`src/hdl/dmm_pkg.sv`:
```
//////////////////////////////
// shared widths, spi register map, cs codes and output vector layout
// output vector offsets follow the board pinout, 24 bits used
//////////////////////////////
`default_nettype none

package dmm_pkg;

  //////////////////////////////
  // spi frame
  localparam int REG_W      = 32;
  localparam int ADDR_W     = 7;
  localparam int FRAME_BITS = 1 + ADDR_W + REG_W;   // wr flag, addr, data

  // cs vector from the mcu, decimal codes
  localparam int              CS_W        = 3;
  localparam logic [CS_W-1:0] CS_DEASSERT = 3'd0;
  localparam logic [CS_W-1:0] CS_FPGA0    = 3'd1;   // this register set
  localparam logic [CS_W-1:0] CS_4094     = 3'd2;
  localparam logic [CS_W-1:0] CS_MDAC0    = 3'd3;
  localparam logic [CS_W-1:0] CS_MDAC1    = 3'd4;

  // register addresses
  localparam logic [ADDR_W-1:0] REG_4094_OE      = 7'h09;
  localparam logic [ADDR_W-1:0] REG_MODE         = 7'h0c;
  localparam logic [ADDR_W-1:0] REG_DIRECT       = 7'h0d;
  localparam logic [ADDR_W-1:0] REG_STATUS       = 7'h0e;   // read only
  localparam logic [ADDR_W-1:0] REG_SA_PRECHARGE = 7'h10;
  localparam logic [ADDR_W-1:0] REG_SA_SEQ_N     = 7'h11;
  localparam logic [ADDR_W-1:0] REG_SA_SEQ0      = 7'h12;
  localparam logic [ADDR_W-1:0] REG_SA_SEQ1      = 7'h13;
  localparam logic [ADDR_W-1:0] REG_SA_SEQ2      = 7'h14;
  localparam logic [ADDR_W-1:0] REG_SA_SEQ3      = 7'h15;
  localparam logic [ADDR_W-1:0] REG_ADC_APERTURE = 7'h16;

  // output modes
  localparam int                MODE_W       = 3;
  localparam logic [MODE_W-1:0] MODE_DIRECT  = 3'd0;
  localparam logic [MODE_W-1:0] MODE_SA_MOCK = 3'd6;   // sequencer + mock adc

  //////////////////////////////
  // sequence acquisition
  localparam int SEQ_ENTRIES = 4;
  localparam int SEQ_N_W     = 3;
  localparam int SEQ_ENTRY_W = 6;    // {pc_sw[1:0], azmux[3:0]}
  localparam int PRECHARGE_W = 24;

  localparam int                 SA_ST_W      = 2;
  localparam logic [SA_ST_W-1:0] SA_IDLE      = 2'd0;
  localparam logic [SA_ST_W-1:0] SA_PRECHARGE = 2'd1;
  localparam logic [SA_ST_W-1:0] SA_MEASURE   = 2'd2;

  // output vector, leds and monitor lowest
  localparam int OUT_W             = 24;
  localparam int LEDS_LSB          = 0;    // 4
  localparam int MONITOR_LSB       = 4;    // 8
  localparam int PC_SW_LSB         = 12;   // 2
  localparam int AZMUX_LSB         = 14;   // 4
  localparam int ADC_REFMUX_LSB    = 18;   // 2
  localparam int ADC_RSTMUX_BIT    = 20;
  localparam int ADC_SIGMUX_BIT    = 21;
  localparam int CMPR_LATCH_BIT    = 22;
  localparam int SPI_INTERRUPT_BIT = 23;

  localparam logic [7:0] STATUS_MAGIC = 8'hAA;

endpackage

`default_nettype wire

```
`src/hdl/sa_params_if.sv`:
```
//////////////////////////////
// acquisition parameters, clk domain
// static between spi writes; software writes them only while trig is low
//////////////////////////////
`timescale 1ns/1ns
`default_nettype none

interface sa_params_if;
  import dmm_pkg::*;

  logic [PRECHARGE_W-1:0] precharge;                  // hold per entry, clk cycles
  logic [SEQ_N_W-1:0]     seq_n;                      // entries in use, 1..4
  logic [SEQ_ENTRY_W-1:0] seq_entry [SEQ_ENTRIES];    // {pc_sw, azmux}
  logic [REG_W-1:0]       aperture;                   // mock adc, clk cycles

  // register set owns everything
  modport regs (
    output precharge,
    output seq_n,
    output seq_entry,
    output aperture
  );

  modport seq (input precharge, input seq_n, input seq_entry);

  modport adc (input aperture);

endinterface

`default_nettype wire

```
`src/hdl/spi_port.sv`:
```
//////////////////////////////
// spi slave + bus router. pins oversampled, needs clk >= 8x sck
// mode 0 frames: wr flag, 7b addr, 32b data. write commits at 40 bits
// routing outputs are combinational from the pins
//////////////////////////////
`timescale 1ns/1ns
`default_nettype none

module spi_port (
  input  logic                       clk_i,
  input  logic                       reset_i,
  input  logic                       sck_i,
  input  logic                       sdi_i,
  input  logic [dmm_pkg::CS_W-1:0]   cs_vec_i,
  input  logic                       spi_4094_miso_i,
  input  logic [3:0]                 hw_flags_i,
  input  logic [2:0]                 sample_idx_last_i,
  output logic                       sdo_o,
  output logic                       spi_glb_clk_o,
  output logic                       spi_glb_mosi_o,
  output logic                       spi_4094_strobe_o,
  output logic                       spi_cs_dac_o,
  output logic                       spi_cs_iso_o,
  output logic                       spi_4094_oe_o,
  output logic [dmm_pkg::MODE_W-1:0] mode_o,
  output logic [dmm_pkg::OUT_W-1:0]  direct_o,
  sa_params_if.regs                  params
);
  import dmm_pkg::*;

  logic                  sck_meta;
  logic                  sck_s;
  logic                  sck_d;       // edge detect
  logic                  sdi_meta;
  logic                  sdi_s;
  logic [CS_W-1:0]       cs_meta;
  logic [CS_W-1:0]       cs_s;
  logic                  sel_d;
  logic                  sel;
  logic                  frame_start;
  logic                  frame_end;
  logic                  commit;
  logic [5:0]            bit_cnt;     // saturates
  logic [FRAME_BITS-1:0] sh_in;
  logic [REG_W-1:0]      sout;        // miso shift out
  logic [REG_W-1:0]      rd_word;
  logic [REG_W-1:0]      status;

  //////////////////////////////
  // bus routing, straight from pins
  assign spi_glb_clk_o     = (cs_vec_i == CS_FPGA0) ? 1'b1 : sck_i;   // park hi
  assign spi_glb_mosi_o    = (cs_vec_i == CS_FPGA0) ? 1'b1 : sdi_i;   // park hi
  assign spi_4094_strobe_o = (cs_vec_i == CS_4094);                   // active hi
  assign spi_cs_dac_o      = (cs_vec_i != CS_MDAC0);                  // active lo
  assign spi_cs_iso_o      = (cs_vec_i != CS_MDAC1);                  // active lo
  assign sdo_o = (cs_vec_i == CS_FPGA0) ? sout[REG_W-1] : spi_4094_miso_i;

  //////////////////////////////
  // two-flop sync of sck, sdi, cs
  always_ff @(posedge clk_i) begin
    if (reset_i) begin
      sck_meta <= 1'b0;
      sck_s    <= 1'b0;
      sck_d    <= 1'b0;
      sdi_meta <= 1'b0;
      sdi_s    <= 1'b0;
      cs_meta  <= CS_DEASSERT;
      cs_s     <= CS_DEASSERT;
      sel_d    <= 1'b0;
    end else begin
      sck_meta <= sck_i;
      sck_s    <= sck_meta;
      sck_d    <= sck_s;
      sdi_meta <= sdi_i;
      sdi_s    <= sdi_meta;
      cs_meta  <= cs_vec_i;
      cs_s     <= cs_meta;
      sel_d    <= sel;
    end
  end

  assign sel         = (cs_s == CS_FPGA0);
  assign frame_start = sel & ~sel_d;
  assign frame_end   = ~sel & sel_d;
  assign commit      = frame_end && (bit_cnt == FRAME_BITS) && sh_in[FRAME_BITS-1];

  // bit count and miso. read word goes out after the address byte
  always_ff @(posedge clk_i) begin
    if (reset_i || frame_start) begin
      bit_cnt <= '0;
      sout    <= '0;
    end else if (sel) begin
      if (sck_s && !sck_d && bit_cnt != '1) bit_cnt <= bit_cnt + 1'b1;
      if (!sck_s && sck_d) begin
        if (bit_cnt == ADDR_W + 1) sout <= rd_word;
        else sout <= {sout[REG_W-2:0], 1'b0};
      end
    end
  end

  // mosi shift, master drives on falling so sdi settled at rising
  always_ff @(posedge clk_i) begin
    if (sel && sck_s && !sck_d) sh_in <= {sh_in[FRAME_BITS-2:0], sdi_s};
  end

  //////////////////////////////
  // status: 0, seq_n, 0, idx last, 0, flags, magic
  assign status = {8'h00, 1'b0, params.seq_n, 1'b0, sample_idx_last_i,
                   4'h0, hw_flags_i, STATUS_MAGIC};

  always_comb begin
    case (sh_in[ADDR_W-1:0])   // address byte just shifted in
      REG_4094_OE:      rd_word = REG_W'(spi_4094_oe_o);
      REG_MODE:         rd_word = REG_W'(mode_o);
      REG_DIRECT:       rd_word = REG_W'(direct_o);
      REG_STATUS:       rd_word = status;
      REG_SA_PRECHARGE: rd_word = REG_W'(params.precharge);
      REG_SA_SEQ_N:     rd_word = REG_W'(params.seq_n);
      REG_SA_SEQ0:      rd_word = REG_W'(params.seq_entry[0]);
      REG_SA_SEQ1:      rd_word = REG_W'(params.seq_entry[1]);
      REG_SA_SEQ2:      rd_word = REG_W'(params.seq_entry[2]);
      REG_SA_SEQ3:      rd_word = REG_W'(params.seq_entry[3]);
      REG_ADC_APERTURE: rd_word = params.aperture;
      default:          rd_word = '0;
    endcase
  end

  // register file, truncating writes
  always_ff @(posedge clk_i) begin
    if (reset_i) begin
      spi_4094_oe_o    <= 1'b0;   // 4094 outputs off at power up
      mode_o           <= MODE_DIRECT;
      direct_o         <= '0;
      params.precharge <= '0;
      params.seq_n     <= '0;
      params.aperture  <= '0;
      for (int i = 0; i < SEQ_ENTRIES; i++) params.seq_entry[i] <= '0;
    end else if (commit) begin
      case (sh_in[REG_W +: ADDR_W])
        REG_4094_OE:      spi_4094_oe_o        <= sh_in[0];
        REG_MODE:         mode_o               <= sh_in[MODE_W-1:0];
        REG_DIRECT:       direct_o             <= sh_in[OUT_W-1:0];
        REG_SA_PRECHARGE: params.precharge     <= sh_in[PRECHARGE_W-1:0];
        REG_SA_SEQ_N:     params.seq_n         <= sh_in[SEQ_N_W-1:0];
        REG_SA_SEQ0:      params.seq_entry[0]  <= sh_in[SEQ_ENTRY_W-1:0];
        REG_SA_SEQ1:      params.seq_entry[1]  <= sh_in[SEQ_ENTRY_W-1:0];
        REG_SA_SEQ2:      params.seq_entry[2]  <= sh_in[SEQ_ENTRY_W-1:0];
        REG_SA_SEQ3:      params.seq_entry[3]  <= sh_in[SEQ_ENTRY_W-1:0];
        REG_ADC_APERTURE: params.aperture      <= sh_in[REG_W-1:0];
        default:          ;   // status and unmapped ignored
      endcase
    end
  end

  // a register only moves the cycle after a full 40-bit frame ends
  a_full_frame: assert property (@(posedge clk_i) disable iff (reset_i)
    !$stable({mode_o, direct_o, params.aperture, params.precharge}) |->
      $past(frame_end && bit_cnt == FRAME_BITS));

endmodule

`default_nettype wire

```
`src/hdl/sequence_acquisition.sv`:
```
//////////////////////////////
// azero / precharge sequencer, one entry per sample
// trig low holds it idle; seq_n must be 1..4 while trig is high
//////////////////////////////
`timescale 1ns/1ns
`default_nettype none

module sequence_acquisition (
  input  logic       clk_i,
  input  logic       reset_i,
  input  logic       trig_i,
  input  logic       adc_measure_valid_i,
  output logic       adc_reset_n_o,
  output logic [1:0] pc_sw_o,
  output logic [3:0] azmux_o,
  output logic [3:0] leds_o,
  output logic [7:0] monitor_o,
  output logic [2:0] sample_idx_last_o,
  sa_params_if.seq   params
);
  import dmm_pkg::*;

  logic [SA_ST_W-1:0]             state;
  logic [PRECHARGE_W-1:0]         cnt;
  logic [$clog2(SEQ_ENTRIES)-1:0] idx;
  logic [$clog2(SEQ_ENTRIES)-1:0] idx_next;

  // wrap after seq_n entries
  assign idx_next = ({1'b0, idx} + 3'd1 >= params.seq_n) ? '0 : idx + 1'b1;

  assign leds_o    = 4'b0001 << idx;                                  // one-hot idx
  assign monitor_o = {azmux_o, pc_sw_o, adc_measure_valid_i, adc_reset_n_o};

  //////////////////////////////
  // idle -> precharge -> measure -> precharge ...
  always_ff @(posedge clk_i) begin
    if (reset_i || !trig_i) begin
      state         <= SA_IDLE;
      cnt           <= '0;
      idx           <= '0;
      adc_reset_n_o <= 1'b0;   // adc held
      pc_sw_o       <= '0;
      azmux_o       <= '0;
    end else begin
      case (state)
        SA_IDLE: begin
          {pc_sw_o, azmux_o} <= params.seq_entry[idx];   // first entry
          cnt                <= '0;
          state              <= SA_PRECHARGE;
        end
        SA_PRECHARGE: begin
          if (cnt + 1'b1 >= params.precharge) begin
            adc_reset_n_o <= 1'b1;   // release adc, sample starts
            state         <= SA_MEASURE;
          end else begin
            cnt <= cnt + 1'b1;
          end
        end
        SA_MEASURE: begin
          if (adc_measure_valid_i) begin
            adc_reset_n_o      <= 1'b0;
            idx                <= idx_next;
            {pc_sw_o, azmux_o} <= params.seq_entry[idx_next];
            cnt                <= '0;
            state              <= SA_PRECHARGE;
          end
        end
        default: state <= SA_IDLE;
      endcase
    end
  end

  // last completed sample, kept across trig for status readout
  always_ff @(posedge clk_i) begin
    if (reset_i) begin
      sample_idx_last_o <= '0;
    end else if (trig_i && state == SA_MEASURE && adc_measure_valid_i) begin
      sample_idx_last_o <= {1'b0, idx};
    end
  end

  // register set must hold a usable count before trig
  a_seq_n_range: assert property (@(posedge clk_i) disable iff (reset_i)
    trig_i |-> (params.seq_n >= 1 && params.seq_n <= SEQ_ENTRIES));

  // adc only finishes a sample we started
  a_valid_in_measure: assert property (@(posedge clk_i) disable iff (reset_i || !trig_i)
    adc_measure_valid_i |-> state == SA_MEASURE);

endmodule

`default_nettype wire

```
`src/hdl/adc_mock.sv`:
```
//////////////////////////////
// stand-in for the adc. valid pulses aperture+1 clks after reset_n rises
// one pulse per reset release
//////////////////////////////
`timescale 1ns/1ns
`default_nettype none

module adc_mock (
  input  logic     clk_i,
  input  logic     reset_i,
  input  logic     adc_reset_n_i,
  output logic     adc_measure_valid_o,
  sa_params_if.adc params
);
  import dmm_pkg::*;

  logic [REG_W-1:0] cnt;    // aperture counter
  logic             done;   // blocks a second pulse

  always_ff @(posedge clk_i) begin
    if (reset_i || !adc_reset_n_i) begin
      cnt                 <= '0;
      done                <= 1'b0;
      adc_measure_valid_o <= 1'b0;
    end else begin
      adc_measure_valid_o <= 1'b0;   // single cycle
      if (!done) begin
        if (cnt == params.aperture) begin
          adc_measure_valid_o <= 1'b1;
          done                <= 1'b1;
        end else begin
          cnt <= cnt + 1'b1;
        end
      end
    end
  end

endmodule

`default_nettype wire

```
`src/hdl/output_mode_mux.sv`:
```
//////////////////////////////
// registered output vector select, one clk latency
// only direct mode drives the adc fields
//////////////////////////////
`timescale 1ns/1ns
`default_nettype none

module output_mode_mux (
  input  logic                       clk_i,
  input  logic                       reset_i,
  input  logic [dmm_pkg::MODE_W-1:0] mode_i,
  input  logic [dmm_pkg::OUT_W-1:0]  direct_i,
  input  logic [3:0]                 sa_leds_i,
  input  logic [7:0]                 sa_monitor_i,
  input  logic [1:0]                 sa_pc_sw_i,
  input  logic [3:0]                 sa_azmux_i,
  input  logic                       adc_measure_valid_i,
  output logic [dmm_pkg::OUT_W-1:0]  outputs_o
);
  import dmm_pkg::*;

  logic [OUT_W-1:0] sa_vec;     // mode 6 layout
  logic [OUT_W-1:0] next_vec;

  always_comb begin
    sa_vec                        = '0;   // adc muxes, latch stay lo
    sa_vec[LEDS_LSB +: 4]         = sa_leds_i;
    sa_vec[MONITOR_LSB +: 8]      = sa_monitor_i;
    sa_vec[PC_SW_LSB +: 2]        = sa_pc_sw_i;
    sa_vec[AZMUX_LSB +: 4]        = sa_azmux_i;
    sa_vec[SPI_INTERRUPT_BIT]     = adc_measure_valid_i;   // mcu sees each sample
  end

  always_comb begin
    case (mode_i)
      MODE_DIRECT:  next_vec = direct_i;
      MODE_SA_MOCK: next_vec = sa_vec;
      default:      next_vec = '0;   // unused modes
    endcase
  end

  always_ff @(posedge clk_i) begin
    if (reset_i) outputs_o <= '0;
    else outputs_o <= next_vec;
  end

endmodule

`default_nettype wire

```
`src/hdl/dmm_top.sv`:
```
//////////////////////////////
// dmm acquisition control fpga, single clock CLK
// modes 0 (direct) and 6 (sequencer + mock adc) only
//////////////////////////////
`timescale 1ns/1ns
`default_nettype none

module dmm_top (
  input  logic                     CLK,
  input  logic                     reset_i,
  input  logic                     SCK,
  input  logic                     sdi_i,
  output logic                     sdo_o,
  input  logic [dmm_pkg::CS_W-1:0] cs_vec_i,
  output logic                     spi_glb_clk_o,
  output logic                     spi_glb_mosi_o,
  output logic                     spi_4094_strobe_o,
  output logic                     spi_4094_oe_o,
  input  logic                     spi_4094_miso_i,
  output logic                     spi_cs_dac_o,
  output logic                     spi_cs_iso_o,
  input  logic [3:0]               hw_flags_i,
  input  logic                     trig_i,
  output logic [3:0]               leds_o,
  output logic [7:0]               monitor_o,
  output logic [1:0]               pc_sw_o,
  output logic [3:0]               azmux_o,
  output logic [1:0]               adc_refmux_o,
  output logic                     adc_rstmux_o,
  output logic                     adc_sigmux_o,
  output logic                     adc_cmpr_latch_o,
  output logic                     spi_interrupt_o
);
  import dmm_pkg::*;

  logic [MODE_W-1:0] mode;
  logic [OUT_W-1:0]  direct;
  logic [OUT_W-1:0]  outputs;
  logic [2:0]        sample_idx_last;
  logic              adc_reset_n;
  logic              adc_measure_valid;
  logic [3:0]        sa_leds;
  logic [7:0]        sa_monitor;
  logic [1:0]        sa_pc_sw;
  logic [3:0]        sa_azmux;

  sa_params_if sa_params ();

  spi_port spi_port (
    .clk_i(CLK), .reset_i(reset_i), .sck_i(SCK), .sdi_i(sdi_i), .cs_vec_i(cs_vec_i),
    .spi_4094_miso_i(spi_4094_miso_i), .hw_flags_i(hw_flags_i),
    .sample_idx_last_i(sample_idx_last), .sdo_o(sdo_o),
    .spi_glb_clk_o(spi_glb_clk_o), .spi_glb_mosi_o(spi_glb_mosi_o),
    .spi_4094_strobe_o(spi_4094_strobe_o), .spi_cs_dac_o(spi_cs_dac_o),
    .spi_cs_iso_o(spi_cs_iso_o), .spi_4094_oe_o(spi_4094_oe_o),
    .mode_o(mode), .direct_o(direct), .params(sa_params.regs)
  );

  sequence_acquisition sequence_acquisition (
    .clk_i(CLK), .reset_i(reset_i), .trig_i(trig_i),
    .adc_measure_valid_i(adc_measure_valid), .adc_reset_n_o(adc_reset_n),
    .pc_sw_o(sa_pc_sw), .azmux_o(sa_azmux), .leds_o(sa_leds), .monitor_o(sa_monitor),
    .sample_idx_last_o(sample_idx_last), .params(sa_params.seq)
  );

  adc_mock adc_mock (
    .clk_i(CLK), .reset_i(reset_i), .adc_reset_n_i(adc_reset_n),
    .adc_measure_valid_o(adc_measure_valid), .params(sa_params.adc)
  );

  output_mode_mux output_mode_mux (
    .clk_i(CLK), .reset_i(reset_i), .mode_i(mode), .direct_i(direct),
    .sa_leds_i(sa_leds), .sa_monitor_i(sa_monitor), .sa_pc_sw_i(sa_pc_sw),
    .sa_azmux_i(sa_azmux), .adc_measure_valid_i(adc_measure_valid), .outputs_o(outputs)
  );

  // output vector onto pins
  assign leds_o           = outputs[LEDS_LSB +: 4];
  assign monitor_o        = outputs[MONITOR_LSB +: 8];
  assign pc_sw_o          = outputs[PC_SW_LSB +: 2];
  assign azmux_o          = outputs[AZMUX_LSB +: 4];
  assign adc_refmux_o     = outputs[ADC_REFMUX_LSB +: 2];
  assign adc_rstmux_o     = outputs[ADC_RSTMUX_BIT];
  assign adc_sigmux_o     = outputs[ADC_SIGMUX_BIT];
  assign adc_cmpr_latch_o = outputs[CMPR_LATCH_BIT];
  assign spi_interrupt_o  = outputs[SPI_INTERRUPT_BIT];

endmodule

`default_nettype wire

```
`config.mk`:
```
export PLATFORM = sky130hd
export DESIGN_NAME = dmm_top
export DESIGN_NICKNAME = d
export VERILOG_FILES = /design/src/hdl/dmm_pkg.sv /design/src/hdl/sa_params_if.sv /design/src/hdl/spi_port.sv /design/src/hdl/sequence_acquisition.sv /design/src/hdl/adc_mock.sv /design/src/hdl/output_mode_mux.sv /design/src/hdl/dmm_top.sv
export SDC_FILE = /design/constraint.sdc
export NUM_CORES = 1
export LEC_CHECK = 0
export ABC_AREA = 1
export BUFFER_PORTS_ARGS = -buffer_cell sky130_fd_sc_hd__buf_4
export CORE_UTILIZATION = 45
export CTS_CLUSTER_DIAMETER = 150
export DETAILED_ROUTE_END_ITERATION = 6
export PLACE_DENSITY = 0.65
export SLEW_MARGIN = 5
export SYNTH_ARGS = -nofsm -noshare
export SYNTH_HDL_FRONTEND = slang
export SYNTH_SLANG_ARGS = --single-unit
```
`constraint.sdc`:
```
create_clock -name CLK -period 12.64 [get_ports CLK]
set_clock_uncertainty 0.1 [all_clocks]
set_input_delay 2.528 -clock CLK [delete_from_list [all_inputs] [get_ports CLK]]
set_output_delay 2.528 -clock CLK [all_outputs]
set_load 0.005 [all_outputs]
```
* Word-level counts from Yosys, hierarchy flattened
Index checks and enable logic that the tools add are counted.
** Storage, ports and cells
- ROM bits :: 0
- Memory bits (writable) :: 0
- Input bits :: 13
- Latch bits :: 0
- Memories kept :: 0
- Output and inout bits :: 31
- Flip-flop bits (word level) :: 296
** Operators by class
- $add $sub $neg :: 5
- Multipliers :: 0
- Equal/unequal tests :: 36
- Mux-type cells :: 28
- Magnitude comparators :: 4
- Shifts and indexed selects :: 1
- Bitwise operators :: 8
- Div/mod/pow operators :: 0
- Reduce and logical (&&, ||, !) cells :: 40
** Operator list (count)
- 32-bit one-hot mux with 11 select lines :: 1
- 7-bit by 5-bit equality test with 1-bit output (second input constant) :: 14
- 24-bit one-hot mux with 3 select lines :: 1
- 7-bit by 4-bit equality test with 1-bit output (second input constant) :: 7
- 24-bit 2-to-1 mux :: 2
- 24-bit one-hot mux with 2 select lines :: 1
- 32-bit by 1-bit adder with 32-bit output (second input constant) :: 1
- 32-bit equality test :: 1
- 32-bit 2-to-1 mux :: 1
- 2-bit AND reduction :: 16
- 24-bit by 1-bit adder with 24-bit output (second input constant) :: 1
- 6-bit binary-select mux with 2-bit select :: 2
- 24-bit greater-or-equal comparator :: 1
- 6-bit 2-to-1 mux :: 4
- 1-bit logical AND :: 9
- 2-bit 2-to-1 mux :: 4
- 4-bit one-hot mux with 2 select lines :: 1
- 1-bit 2-to-1 mux :: 7
- 6-bit by 1-bit adder with 6-bit output (second input constant) :: 1
- 3-bit by 1-bit equality test with 1-bit output (second input constant) :: 2
- 6-bit by 4-bit equality test with 1-bit output (second input constant) :: 1
- 6-bit equality test (second input constant) :: 1
- 3-bit greater-or-equal comparator (second input constant) :: 2
- 6-bit != test (second input constant) :: 1
- other kinds (27) :: 40

* Depth between registers and ports, before layout
Gate-level depths: netlist of the first run.
- Depth after elaboration :: 9
- Mapped depth :: 23
- Mapped depth without buffers :: 22

* By module
From an unflattened synthesis of the first run, not the netlist that was laid out.
** Unflattened totals
- Cells, all modules :: 2096
- Area total of the unflattened synthesis :: 15203.3 sq um
** By module, submodules not included
- spi_port :: sequential area each 4424.2 sq um, instances 1, cells an instance 1013, area each 8339.2 sq um
- sequence_acquisition :: sequential area each 740.7 sq um, instances 1, cells an instance 572, area each 3512.1 sq um
- adc_mock :: sequential area each 680.7 sq um, instances 1, cells an instance 410, area each 2392.3 sq um
- output_mode_mux :: sequential area each 480.5 sq um, instances 1, cells an instance 101, area each 959.7 sq um

* Least setup slack after synthesis of the first run
Ideal clock, no wire load.
- Path type :: input-to-output
- Start point :: input cs_vec_i[1] (netlist bit)
- End point :: output sdo_o
- Arrival time :: 2919 ps
- Stages :: 3
- Setup slack :: 7093 ps
- Path buffers :: 0
- Cells stage by stage :: inv_1 > nand3_1 > o21ai_0
** On the way
- Cells in the longest elaborated chain, start to end :: 2
** Ends and longest elaborated chain
- start, declared :: RTL line dmm_top.sv:14 : input logic [dmm_pkg::CS_W-1:0] cs_vec_i,
- 3-bit by 1-bit equality test with 1-bit output :: RTL line spi_port.sv:56 : assign sdo_o = (cs_vec_i == CS_FPGA0) ? sout[REG_W-1] : spi_4094_miso_i;
- 1-bit 2-to-1 mux :: RTL line spi_port.sv:56
- end, declared :: RTL line dmm_top.sv:13 : output logic sdo_o,
No other way between the ends.

* Final worst setup path of the first run
Same ends and word-level chain as after synthesis.

==> results of run 1 <==
[worst paths after layout]
| path | startpoint | to | slack (ns) | cells past startpoint |
|---|---|---|---|---|
| worst max-delay path | cs_vec_i[1] | sdo_o | 6.73 | 5 |
| worst min-delay path | spi_port.cs_meta[0]$_SDFF_PP0_ | spi_port.cs_s[0]$_SDFF_PP0_ | 0.30 | 2 |
| worst max register to register | sequence_acquisition.cnt[0]$_SDFFE_PP0P_ | sequence_acquisition.cnt[7]$_SDFFE_PP0P_ | 8.17 | 23 |
| worst min register to register | spi_port.cs_meta[0]$_SDFF_PP0_ | spi_port.cs_s[0]$_SDFF_PP0_ | 0.30 | 2 |
[layer usage]
metal	up-vias	part of all wire (%)	global-route usage, %
li1	6899	-	-
met3	69	5.9	3.51
met5	-	0	0
met1	6527	46	36.0
met2	451	46	43.0
met4	0	2.0	6.73
[cell type report]
class / instances / share of cell area (%)
multi-input cells: 1522 / 44.7
flip-flops and latches: 296 / 38.5
clock buffers: 45 / 5.56
inverters: 203 / 4.65
well taps: 442 / 3.37
repair buffers: 56 / 2.56
clock inverters: 18 / 0.632
[cells in the mapped netlist (all sizes together), types with 2 or more instances]
cell,number
a211oi,3
a21o,3
a21oi,227
and2,3
buf,38
clkbuf,61
clkinv,2
dfxtp,256
edfxtp,40
ha,35
inv,201
nand2,523
nand3,149
nand3b,10
nand4,18
nor2,275
nor3,38
o2111ai,8
o211ai,3
o21ai,150
o221ai,5
o22ai,9
or2,4
xnor2,31
xor2,20
[worst register-to-register path, cell delays in order, from the launching register on]
cell and delay (ns):
dfxtp_1 0.57, ha_1 0.37, nand2_1 0.10, nor2_2 0.26, nand2_1 0.15, nor2_1 0.18, nand2_1 0.12, o21ai_1 0.17
inv_1 0.06, nor2_1 0.15, ha_1 0.14, nand2_1 0.07, nor2_1 0.14, nand2_1 0.10, nor2_1 0.15, nand2_1 0.07
inv_1 0.05, nand2_1 0.05, nand3_1 0.08, buf_4 0.27, nand2_1 0.64, nand2_1 0.24, nand2_1 0.07, nor2_1 0.11
[per-stage QoR]
stage	setup WS [ns]	area [um^2]	hold WS (ns)	utilization, %	total power (W)
finish	6.73	16400	0.299	50.5	0.00197
global route	6.63	16400	0.310	50.5	0.00203
global placement	6.70	15400	0.287	47.3	0.00107
detailed placement	6.64	15400	0.293	47.3	0.00107
floorplan	7.09	14900	0.286	-	0.00105
CTS	6.67	16400	0.301	50.5	0.00198
[cells by family after synthesis]
family                   count (synthesis)  synth area share (%)
buffers and inverters                  302                  8.32
adder cells (fa/ha/maj)                 35                  2.94
flip-flops                             296                  42.5
AO/OA/AOI/OAI                          412                  14.6
XOR/XNOR                                51                  3.00
AND/OR/NAND/NOR                       1024                  28.7
[state kept, by name, indices dropped and copies added, names as in the netlist, 2 cells and up]
signal	cells
sequence_acquisition.pc_sw_o	2
spi_port.sh_in	40
sequence_acquisition.idx	2
spi_port.params.seq_n	3
spi_port.sout	32
spi_port.params.aperture	32
spi_port.direct_o	24
sequence_acquisition.azmux_o	4
spi_port.bit_cnt	6
spi_port.mode_o	3
spi_port.params.seq_entry	24
sequence_acquisition.cnt	24
spi_port.cs_meta	3
sequence_acquisition.sample_idx_last_o	2
spi_port.cs_s	3
adc_mock.cnt	32
sequence_acquisition.state	2
output_mode_mux.outputs_o	24
spi_port.params.precharge	24
[power by group]
group / leakage (nW) / internal, W / switching [W]
Combinational: 3.33 / 0.0000276 / 0.0000588
Clock: 0.498 / 0.000514 / 0.000403
Sequential: 2.43 / 0.000958 / 0.00000671
==> impl_metrics.ini, run 1 <==
[timing]
fin_setup_tns_ns = 0
setup_viol = 0
max_freq_mhz = 169
rsz0062_at_grt = no
period_needed_ns = 5.91
hold_viol_final = 0
post-route-period-util_pct = 46.8
drv_slew = 0
worstMarginPinSlew_ns = 1.14
max_slew_margin_pct = 23.5

[min_path]
hold_path.class = reg2reg

[clock_tree]
htreeDepth = 2
ctsResizeCount = 0
postCtsHoldBufs = 0
insertion_delay_ns = 0.52
numCtsBuffers = 35
cts_buffer_depth = 3
clk_pin_slew_worst_paths_ns = 0.06
tritoncts = done
post_cts_buffers = 0
cts_sinks = 296
cts_root_buf = clkbuf_16

[synthesis]
yosys_register_bits = 296
synthCells = 2120
synth_top_area_share_pct = 34.4
synthArstFlopShare_pct = 0
postSynthAreaPerCell_um2 = 7.03
yosys.area.top_type = dfxtp_1
synth_ff_type = dfxtp_1
synth_cell_types = 47
synth_warnings = 0
synthesis.area_um2 = 14900
synth_nets = 2168
synth_edf_count = 40
synth_area_leaders = dfxtp_1 34%, nand2_1 13%, edfxtp_1 8.1%
ys_seq_area_share_pct = 42.5

[routing]
drtPass1Iterations = 5
avgViaCountPerCell = 5.40
ant_nets = 0
drcViolationCount = 0
wl_per_cell_um = 17.0
num_vias = 13900
drtIter0Drc = 1206
drt_wl_total_mm = 43.9

[critical_path]
worst_ep_arrival_time_ns = 3.28
crit_slowest_cell = o21ai_0
critPathLaunchType = primary input
cp_max_fo = 4
crit_type = in2out
cpMostUsedCell = buf_4
cp_num_buf_inv = 3
crit_family = buffers and inverters
worstPathCellList = buf_4, inv_1, nand3_1, o21ai_0, buf_4
critPathRequiredTime_ns = 10.01
crit_path_end_kind = output pin
max_stage_delay_ns = 0.21

[status]
status = complete, no violations

[job]
maxCapViolCount = 0

[floorplan]
die_y_um = 184
die_w_um = 184
start_util_pct = 45.8
row_count = 66
die_area_um2 = 33800
coreArea_um2 = 32500
pin_count = 44

[grt]
grt_pass1_vias = 12900
grt_usage_pct = 26.1
grt_pass1_wl_mm = 70.0
grt_max_degree = 79
antenna_found_initial = 0
gr-total-overflow = 0

[place]
dp_hpwl_mm = 30.6
dp_cells = 2519
io_buffer_count = 43
gp_congestion = 0.910

[final_layout]
antenna_cells = 0
final_cell_mix = 519 x nand2_1, 268 x nor2_1, 256 x dfxtp_1, 225 x a21oi_1, 194 x inv_1
final_common_cell = nand2_1
layout-drive-gt1-share_pct = 6.40
regArea_um2 = 6330
stdcell_count = 2582
nNetsFinal = 2162
fillers = 3350
syn_to_final_growth_pct = 10.3
multi_input_area_um2 = 7340

[power_and_ir_drop]
ir_drop_mv = 0.0988
p_per_area_nw_per_um2 = 120
leakagePower_nw = 6.25
(Power assumes the default switching activity.)
==> run 2, diff against run 1 <==
--- a/config.mk
+++ b/config.mk
@@ -5,7 +5,7 @@
 export SDC_FILE = /design/constraint.sdc
 export NUM_CORES = 1
 export LEC_CHECK = 0
-export ABC_AREA = 1
+export ABC_AREA = 0
 export BUFFER_PORTS_ARGS = -buffer_cell sky130_fd_sc_hd__buf_4
 export CORE_UTILIZATION = 45
 export CTS_CLUSTER_DIAMETER = 150
==> constraint.sdc (replaced) <==
create_clock -name CLK -period 5.9 [get_ports CLK]
set_clock_uncertainty 0.1 [all_clocks]
set_input_delay 1.18 -clock CLK [delete_from_list [all_inputs] [get_ports CLK]]
set_output_delay 1.18 -clock CLK [all_outputs]
set_load 0.005 [all_outputs]
==> run 2 against run 1 <==
Cell area down 5.2%; largest cell class unchanged; die area down 6.6%; register-to-register slack worse by 6.9 ns; global-route usage down 1.1 points; synthesized cell count down 25%.
==> impl_metrics.ini, run 2 <==
[status]
status = complete, no violations

[clock_tree]
post_cts_buffers = 0
numCtsBuffers = 34
htreeDepth = 2
cts_root_buf = clkbuf_16
cts_buffer_depth = 3
clk_pin_slew_worst_paths_ns = 0.05
ctsResizeCount = 0
tritoncts = done
insertion_delay_ns = 0.51
postCtsHoldBufs = 0
cts_sinks = 296

[job]
maxCapViolCount = 0

[grt]
gr-total-overflow = 0
grt_pass1_vias = 11000
grt_max_degree = 52
antenna_found_initial = 1
grt_pass1_wl_mm = 61.9
grt_usage_pct = 25.1

[synthesis]
synthesis.area_um2 = 13900
synthCells = 1580
synthArstFlopShare_pct = 0
yosys.area.top_type = dfxtp_1
synth_cell_types = 76
yosys_register_bits = 296
synth_most_common_cell = dfxtp_1
synth_nets = 1628
synth_area_leaders = dfxtp_1 37%, edfxtp_1 8.6%, nand2_1 6.4%
synth_top_area_share_pct = 36.9
ys_seq_area_share_pct = 45.5
postSynthAreaPerCell_um2 = 8.80
synth_warnings = 0
synth_ff_type = dfxtp_1
synth_edf_count = 40
synthTopCellsByCount = 256 x dfxtp_1, 238 x nand2_1, 148 x nor2_1, 135 x a21oi_1, 89 x clkbuf_1

[power_and_ir_drop]
ir_drop_mv = 0.187
p_per_area_nw_per_um2 = 269
leakagePower_nw = 5.40
p_total_w = 0.00418

[timing]
hold_viol_final = 0
worstMarginPinSlew_ns = 1.21
max_freq_mhz = 218
drv_slew = 0
setup_viol = 0
rsz0062_at_grt = no
post-route-period-util_pct = 77.9
period_needed_ns = 4.60
max_slew_margin_pct = 18.8
fin_setup_tns_ns = 0

[place]
io_buffer_count = 43
dp_hpwl_mm = 26.6
placed_area_um2 = 14500
gp_congestion = 0.898

[final_layout]
final_common_cell = dfxtp_1
regMostFlops = spi_port.sh_in
largest_reg_flops = 40
layout-drive-gt1-share_pct = 9.55
antenna_cells = 0
final_cell_mix = 256 x dfxtp_1, 238 x nand2_1, 147 x nor2_1, 135 x a21oi_1, 66 x buf_4
syn_to_final_growth_pct = 12.0
nNetsFinal = 1625
finalInstanceArea_um2 = 15600

[routing]
avgViaCountPerCell = 5.85
ant_nets = 0
drtPass1Iterations = 7
drtIter0Drc = 910
wl_per_cell_um = 19.4
num_vias = 11700
drt_wl_total_mm = 38.7
drcViolationCount = 0

[floorplan]
die_y_um = 178
die_area_um2 = 31600
pin_count = 44
start_util_pct = 46.3
die_w_um = 178
coreArea_um2 = 30000
row_count = 63

[min_path]
hold_path_depth = 0
hold_path.class = reg2reg

[critical_path]
worst_ep_arrival_time_ns = 4.89
crit_type = reg2reg
critPathRequiredTime_ns = 6.19
critPathLaunchType = flip-flop
cp_max_fo = 10
crit_path_end_kind = flip-flop
reg2reg_depth = 12
## run 2: cell type report
type,count,area (um^2)
repair buffers,66,495
clock inverters,8,75.1
flip-flops and latches,296,6330
fillers,2744,14500
multi-input cells,1133,7000
inverters,46,173
well taps,390,488
clock buffers,53,1010
## run 2: kinds of logic (layout without fill, tap and decap cells)
kind of cell / count (synthesis) / count (layout) / share of synthesized area (%)
compound gates: 345 / 345 / 16.4
xor+xnor: 63 / 63 / 3.97
fa+ha+maj: 35 / 35 / 3.15
buf+inv: 151 / 173 / 4.28
flops: 296 / 296 / 45.5
mux: 68 / 68 / 5.46
simple gates: 622 / 622 / 21.2
## run 2: report_power, final
| group | internal (W) | switching [W] | total (W) |
|---|---|---|---|
| registers | 0.00205 | 0.00000770 | 0.00205 |
| logic | 0.0000220 | 0.0000511 | 0.0000731 |
| clock network | 0.00123 | 0.000826 | 0.00206 |
## run 2: worst max-delay path: stages (launching register included)
cell and delay, ns:
dfxtp_1 0.40, nand3_1 0.19, nor4_1 0.54, nand4_1 0.32, nor3_1 0.29, xor2_1 0.13
ha_1 0.33, nand4_1 0.16, nor4_1 0.48, nand4_1 0.22, o211ai_1 0.64, nor2_1 0.32
a221o_1 0.36
## run 2: path summary, 6_finish.rpt
path / from / end / slack, ns
max: sequence_acquisition.cnt[2]$_SDFFE_PP0P_ / sequence_acquisition.cnt[11]$_SDFFE_PP0P_ / 1.30
min: spi_port.sdi_s$_SDFF_PP0_ / spi_port.sh_in[0]$_DFFE_PP_ / 0.31
max reg2reg: sequence_acquisition.cnt[2]$_SDFFE_PP0P_ / sequence_acquisition.cnt[11]$_SDFFE_PP0P_ / 1.30
min reg2reg: spi_port.sdi_s$_SDFF_PP0_ / spi_port.sh_in[0]$_DFFE_PP_ / 0.31
## run 2: through the flow
stage	utilization, %	cells	hold slack (ns)	setup slack (ns)
global route	51.9	1992	0.327	0.993
floorplan	-	1580	0.286	2.14
global placement	48.2	1931	0.290	1.47
CTS	51.9	1992	0.313	1.33
finish	51.9	1992	0.312	1.30
detailed placement	48.2	1931	0.290	1.36
## run 2: routing by layer
layer,global-route usage [%],share of wire [%],routed length (um),up-vias
met5,0,0,0,-
met4,9.15,3.4,1310,0
met3,4.05,6.9,2660,76
met2,39.1,44,17200,416
met1,34.7,45,17500,5557
li1,-,-,-,5614
